File: config.mk
export PLATFORM = sky130hd
export DESIGN_NAME = response_result
export DESIGN_NICKNAME = d
export VERILOG_FILES = /design/src/sram_port_pkg.sv /design/src/sync_fifo.sv /design/src/response_result.sv
export SDC_FILE = /design/constraint.sdc
export NUM_CORES = 1
export LEC_CHECK = 0
export BUFFER_PORTS_ARGS = -buffer_cell sky130_fd_sc_hd__buf_2
export CELL_PAD_IN_SITES_DETAIL_PLACEMENT = 0
export CELL_PAD_IN_SITES_GLOBAL_PLACEMENT = 2
export CORE_MARGIN = 2
export CORE_UTILIZATION = 45
export CTS_BUF_LIST = sky130_fd_sc_hd__clkbuf_4 sky130_fd_sc_hd__clkbuf_8
export DETAILED_ROUTE_END_ITERATION = 7
export GPL_ROUTABILITY_DRIVEN = 1
export PLACE_DENSITY = 0.81
export SETUP_SLACK_MARGIN = 0.5
export SLEW_MARGIN = 20
export SYNTH_ARGS = -nofsm -noshare
export SYNTH_HDL_FRONTEND = slang
export SYNTH_HIERARCHICAL = 1
export SYNTH_SLANG_ARGS = --single-unit
File: constraint.sdc
create_clock -name ap_clk -period 4.8 [get_ports ap_clk]
set_clock_uncertainty 0.15 [all_clocks]
set_input_delay 0.96 -clock ap_clk [delete_from_list [all_inputs] [get_ports ap_clk]]
set_output_delay 0.96 -clock ap_clk [all_outputs]
set_load 0.03 [all_outputs]
File: src/sram_port_pkg.sv
// Shared widths, command encoding, queue geometry and entry offsets
// Queue depths must stay powers of two, as the FIFO pointers wrap freely
// The memory port addresses bytes, one full data word per transfer

package sram_port_pkg;

  // --------------------------------------------------------------------------
  // Bus widths
  // --------------------------------------------------------------------------
  localparam int addr_w     = 32;         // Byte address
  localparam int data_w     = 32;
  localparam int be_w       = data_w / 8; // One enable per byte
  localparam int index_w    = 24;         // Vertex index
  localparam int tag_w      = 8;
  localparam int cmd_w      = 2;
  localparam int word_shift = 2;          // Word index to byte address

  // Queue geometry
  localparam int req_fifo_depth       = 64;
  localparam int req_prog_thresh      = 32;
  localparam int inflight_depth       = 16;
  localparam int inflight_prog_thresh = 8;  // Leaves room for issued requests

  // Memory commands
  typedef enum logic [cmd_w-1:0] {
    cmd_read  = 2'b00,
    cmd_write = 2'b01
  } cmd_e;

  // --------------------------------------------------------------------------
  // Queue entry layout, metadata fields first
  // --------------------------------------------------------------------------
  localparam int cmd_lsb   = 0;
  localparam int tag_lsb   = cmd_lsb + cmd_w;
  localparam int index_lsb = tag_lsb + tag_w;
  localparam int meta_w    = index_lsb + index_w; // In-flight entry

  // Request queue adds the memory side payload above the metadata
  localparam int be_lsb      = meta_w;
  localparam int wdata_lsb   = be_lsb + be_w;
  localparam int addr_lsb    = wdata_lsb + data_w;
  localparam int req_entry_w = addr_lsb + addr_w;

endpackage : sram_port_pkg

File: src/sync_fifo.sv
// First-word-fall-through queue, head word valid whenever empty_o is low
// depth must be a power of two
// Push while full and pop while empty are ignored

`timescale 1ns/1ps

module sync_fifo #(
  parameter int width       = 32,
  parameter int depth       = 16,
  parameter int prog_thresh = 8
) (
  input  logic             ap_clk,
  input  logic             areset_control,
  input  logic             push_i,
  input  logic [width-1:0] din_i,
  input  logic             pop_i,
  output logic [width-1:0] dout_o,
  output logic             empty_o,
  output logic             full_o,
  output logic             prog_full_o
);

  logic [width-1:0]             mem [depth]; // Storage, no reset
  logic [$clog2(depth)-1:0]     wr_ptr;
  logic [$clog2(depth)-1:0]     rd_ptr;
  logic [$clog2(depth + 1)-1:0] count;       // Entries held
  logic                         do_push;
  logic                         do_pop;

  assign do_push = push_i & ~full_o;  // Drop on overflow
  assign do_pop  = pop_i & ~empty_o;

  // --------------------------------------------------------------------------
  // Pointers and occupancy
  // --------------------------------------------------------------------------
  always_ff @(posedge ap_clk) begin
    if (areset_control) begin
      wr_ptr <= '0;
      rd_ptr <= '0;
      count  <= '0;
    end else begin
      if (do_push) begin
        wr_ptr <= wr_ptr + 1'b1; // Wraps at depth
      end
      if (do_pop) begin
        rd_ptr <= rd_ptr + 1'b1;
      end
      if (do_push && !do_pop) begin
        count <= count + 1'b1;
      end else if (do_pop && !do_push) begin
        count <= count - 1'b1;
      end
    end
  end

  always_ff @(posedge ap_clk) begin
    if (do_push) begin
      mem[wr_ptr] <= din_i;
    end
  end

  // Head word falls through
  assign dout_o = mem[rd_ptr];

  // Flags straight from the count
  assign empty_o     = (count == 0);
  assign full_o      = (count == depth);
  assign prog_full_o = (count >= prog_thresh);

endmodule : sync_fifo

File: src/response_result.sv
// In-flight metadata queue joined with memory responses
// Responses must return in issue order, one per granted transfer
// rsp_valid_o comes one cycle after mem_rsp_valid_i

`timescale 1ns/1ps

module response_result (
  input  logic                               ap_clk,
  input  logic                               areset_control,
  input  logic                               issue_i,
  input  sram_port_pkg::cmd_e                issue_cmd_i,
  input  logic [sram_port_pkg::tag_w-1:0]    issue_tag_i,
  input  logic [sram_port_pkg::index_w-1:0]  issue_index_i,
  input  logic                               mem_rsp_valid_i,
  input  logic [sram_port_pkg::data_w-1:0]   mem_rsp_rdata_i,
  output logic                               inflight_stop_o,
  output logic                               inflight_empty_o,
  output logic                               rsp_valid_o,
  output sram_port_pkg::cmd_e                rsp_cmd_o,
  output logic [sram_port_pkg::tag_w-1:0]    rsp_tag_o,
  output logic [sram_port_pkg::index_w-1:0]  rsp_index_o,
  output logic [sram_port_pkg::data_w-1:0]   rsp_data_o
);

  import sram_port_pkg::*;

  logic [meta_w-1:0] meta_head;  // Oldest outstanding request
  cmd_e              head_cmd;

  sync_fifo #(
    .width      (meta_w),
    .depth      (inflight_depth),
    .prog_thresh(inflight_prog_thresh)
  ) inflight_fifo_i (
    .ap_clk        (ap_clk),
    .areset_control(areset_control),
    .push_i        (issue_i),
    .din_i         ({issue_index_i, issue_tag_i, issue_cmd_i}),
    .pop_i         (mem_rsp_valid_i),
    .dout_o        (meta_head),
    .empty_o       (inflight_empty_o),
    .full_o        (),
    .prog_full_o   (inflight_stop_o)  // Stops issue well before full
  );

  assign head_cmd = cmd_e'(meta_head[cmd_lsb +: cmd_w]);

  // --------------------------------------------------------------------------
  // Response packet
  // --------------------------------------------------------------------------
  always_ff @(posedge ap_clk) begin
    if (areset_control) begin
      rsp_valid_o <= 1'b0;
    end else begin
      rsp_valid_o <= mem_rsp_valid_i & ~inflight_empty_o;
    end
  end

  always_ff @(posedge ap_clk) begin
    if (mem_rsp_valid_i) begin
      rsp_cmd_o   <= head_cmd;
      rsp_tag_o   <= meta_head[tag_lsb +: tag_w];
      rsp_index_o <= meta_head[index_lsb +: index_w];
      rsp_data_o  <= (head_cmd == cmd_write) ? '0 : mem_rsp_rdata_i; // Writes return zero
    end
  end

endmodule : response_result

==> run_results.csv <==
group,metric,value,unit
logic_synthesis,syn_nets,1131,
worst_setup_path,rr_worst_depth,8,
floorplanning,fp.dieH,233,um
global_routing,grt_pass1_wl,70.5,mm
drt,wire_per_inst,22.9,um
worst_setup_path,cp.arrival,2.17,ns
cells_and_area,fill_cells,3989,
worst_setup_path,startpoint,"inflight_fifo_i/count[0]",
sta,slew_viol_final,0,
pwr,clkPwrFrac,31.6,%
drt,drt-pass1-iter-count,5,
cells_and_area,mostFrequentLayoutCells,"edfxtp_1, buf_2, mux4_2",
clock_network,clock_latency,0.68,ns
worst_setup_path,reg2reg_setup_slack,1.63,ns
floorplanning,ios,139,
floorplanning,fp.dieW,233,um
floorplanning,fp.coreArea,51500,sq um
clock_network,cts_resized,0,
cells_and_area,syn_to_final_growth,16.2,%
pwr,swShare,26.6,%
clock_network,cts_hold_buffers,0,
sta,max-slew-margin-rel,36.3,%
cells_and_area,fin_area,27300,sq um
pwr,seq_power_share,48.4,%
pwr,power.leakage,8.97,nW
sta,min_period,3.28,ns
placement,io_buffers,138,
clock_network,clk_pin_slew_worst_paths,0.06,ns
worst_setup_path,crit_path_end_kind,"output pin",
clock_network,htreeDepth,3,
logic_synthesis,postSynthCellCount,1051,
clock_network,clock_sinks,628,
clock_network,cts_buffers,96,
drt,drtAntennaViolNets,0,
floorplanning,dieArea,54100,sq um
global_routing,grt_overflow_total,0,
logic_synthesis,avgSynthCellArea,22.4,sq um
worst_setup_path,crit_path_start_kind,"flop",
placement,gp_congestion,0.725,
sta,worstMarginPinSlew,0.956,ns
drt,post-route-drc-count,0,
pwr,p_per_area,502,nW/um^2
cells_and_area,drive_above_1_share,37.9,%
worst_setup_path,path_max_fanout,7,
drt,vias,11000,
sta,fmax,304,MHz
logic_synthesis,netlist_area,23500,sq um
worst_setup_path,rr_startpoint,"inflight_fifo_i/count[0]",
worst_setup_path,setup.worst_path.end,"inflight_empty_o",
sta,tns,0,ns
drt,routed_wirelength,46.4,mm
sta,finalHoldViolCount,0,
worst_setup_path,path_class,"reg -> out",
run,cap_viol_max_count,0,
clock_network,postCtsSetupRepairBufs,0,
placement,dp_hpwl,27.7,mm
floorplanning,start_util,45.7,%
sta,setup_viol,0,
global_routing,grt_usage,17.7,%
pwr,vdd_drop_max,0.250,mV
sta,period_share,68.4,%
pwr,p_int,10.1,mW
cells_and_area,layout.nets,1346,
clock_network,tritoncts,"yes",
drt,detailedRoute.firstIterationViolations,873,
pwr,combPwrFrac,20.0,%
global_routing,grt_max_degree,42,
sta,rsz0062_at_grt,"false",
status,status,"finished, final reports clean",
clock_network,clk_path_buf_depth,3,
worst_setup_path,r2r_end,"inflight_fifo_i/count[4]",
global_routing,antenna_found_initial,1,
pwr,switching_power,3.65,mW
global_routing,grt_pass1_vias,11800,
placement,place_area,25400,sq um
floorplanning,rows,83,
cells_and_area,layout_commonest_cell,"edfxtp_1",
logic_synthesis,synth_warnings,6,
worst_setup_path,worstPathRequired,3.69,ns
cells_and_area,post-route-util,53.1,%
drt,routed_via_density,5.44,
clock_network,clock-root-buffer,"clkbuf_8",
pwr,p_total,13.7,mW
hold_path,holdCritPathClass,"reg -> reg",
==> registers in the layout (all words and copies together), names as in the netlist, named ones only <==
signal / flops
inflight_fifo_i/count: 5
rsp_valid_o: 1
rsp_cmd_o: 2
rsp_data_o: 32
inflight_fifo_i/mem: 544
rsp_tag_o: 8
rsp_index_o: 24
inflight_fifo_i/wr_ptr: 4
inflight_fifo_i/rd_ptr: 4
==> how the worst min path moves through the flow <==
stage                                   start                         to  slack (ns)  depth (start not counted)
floorplan            inflight_fifo_i/count[2]   inflight_fifo_i/count[2]        0.33                          2
global placement    inflight_fifo_i/rd_ptr[3]  inflight_fifo_i/rd_ptr[3]        0.37                          2
detailed placement   inflight_fifo_i/count[2]   inflight_fifo_i/count[2]        0.36                          2
CTS                        mem_rsp_rdata_i[9]              rsp_data_o[9]        0.35                          2
global route               mem_rsp_rdata_i[3]              rsp_data_o[3]        0.38                          2
finish               inflight_fifo_i/count[2]   inflight_fifo_i/count[2]        0.37                          2
==> power by group through the flow <==
| stage | Sequential (mW) | Clock [mW] | Combinational (mW) |
|---|---|---|---|
| after floorplan | 6.92 | 0 | 1.96 |
| after global placement | 6.76 | 0 | 2.77 |
| after detailed placement | 6.77 | 0 | 2.79 |
| after CTS | 6.66 | 4.47 | 2.81 |
| after global routing | 6.69 | 4.68 | 2.99 |
| final | 6.64 | 4.34 | 2.75 |
==> layer usage <==
layer  share of wire (%)  vias to the layer above  global-route usage (%)
met5                   0                        -                       0
li1                    -                     4824                       -
met1                  43                     5840                    23.7
met3                 5.2                       74                    3.65
met2                  50                      294                    29.0
met4                 2.0                        0                    6.07
==> critical path, stage by stage (launching register included) <==
cell	delay, ns
dfxtp_1	0.33
or4_1	0.69
nor2_1	0.25
buf_2	0.24
==> per-stage QoR <==
stage / hold WS [ns] / instances / worst slack (ns)
6_report: 0.373 / 2028 / 1.52
5_1_grt: 0.380 / 2027 / 1.40
4_1_cts: 0.349 / 2027 / 1.44
3_5_place_dp: 0.363 / 1848 / 1.52
3_3_place_gp: 0.370 / 1838 / 1.58
2_1_floorplan: 0.330 / 1051 / 0.561
==> cell type report <==
class / count / area [sq um] / share of cell area (%)
clock inverters: 50 / 319 / 1.17
repair buffers: 172 / 1160 / 4.24
flip-flops and latches: 628 / 18700 / 68.4
multi-input cells: 362 / 4690 / 17.2
well taps: 680 / 851 / 3.11
inverters: 6 / 22.5 / 0.0824
diodes: 1 / 2.50 / 0.00915
clock buffers: 129 / 1610 / 5.88
Power figures use the tool's default switching activity.
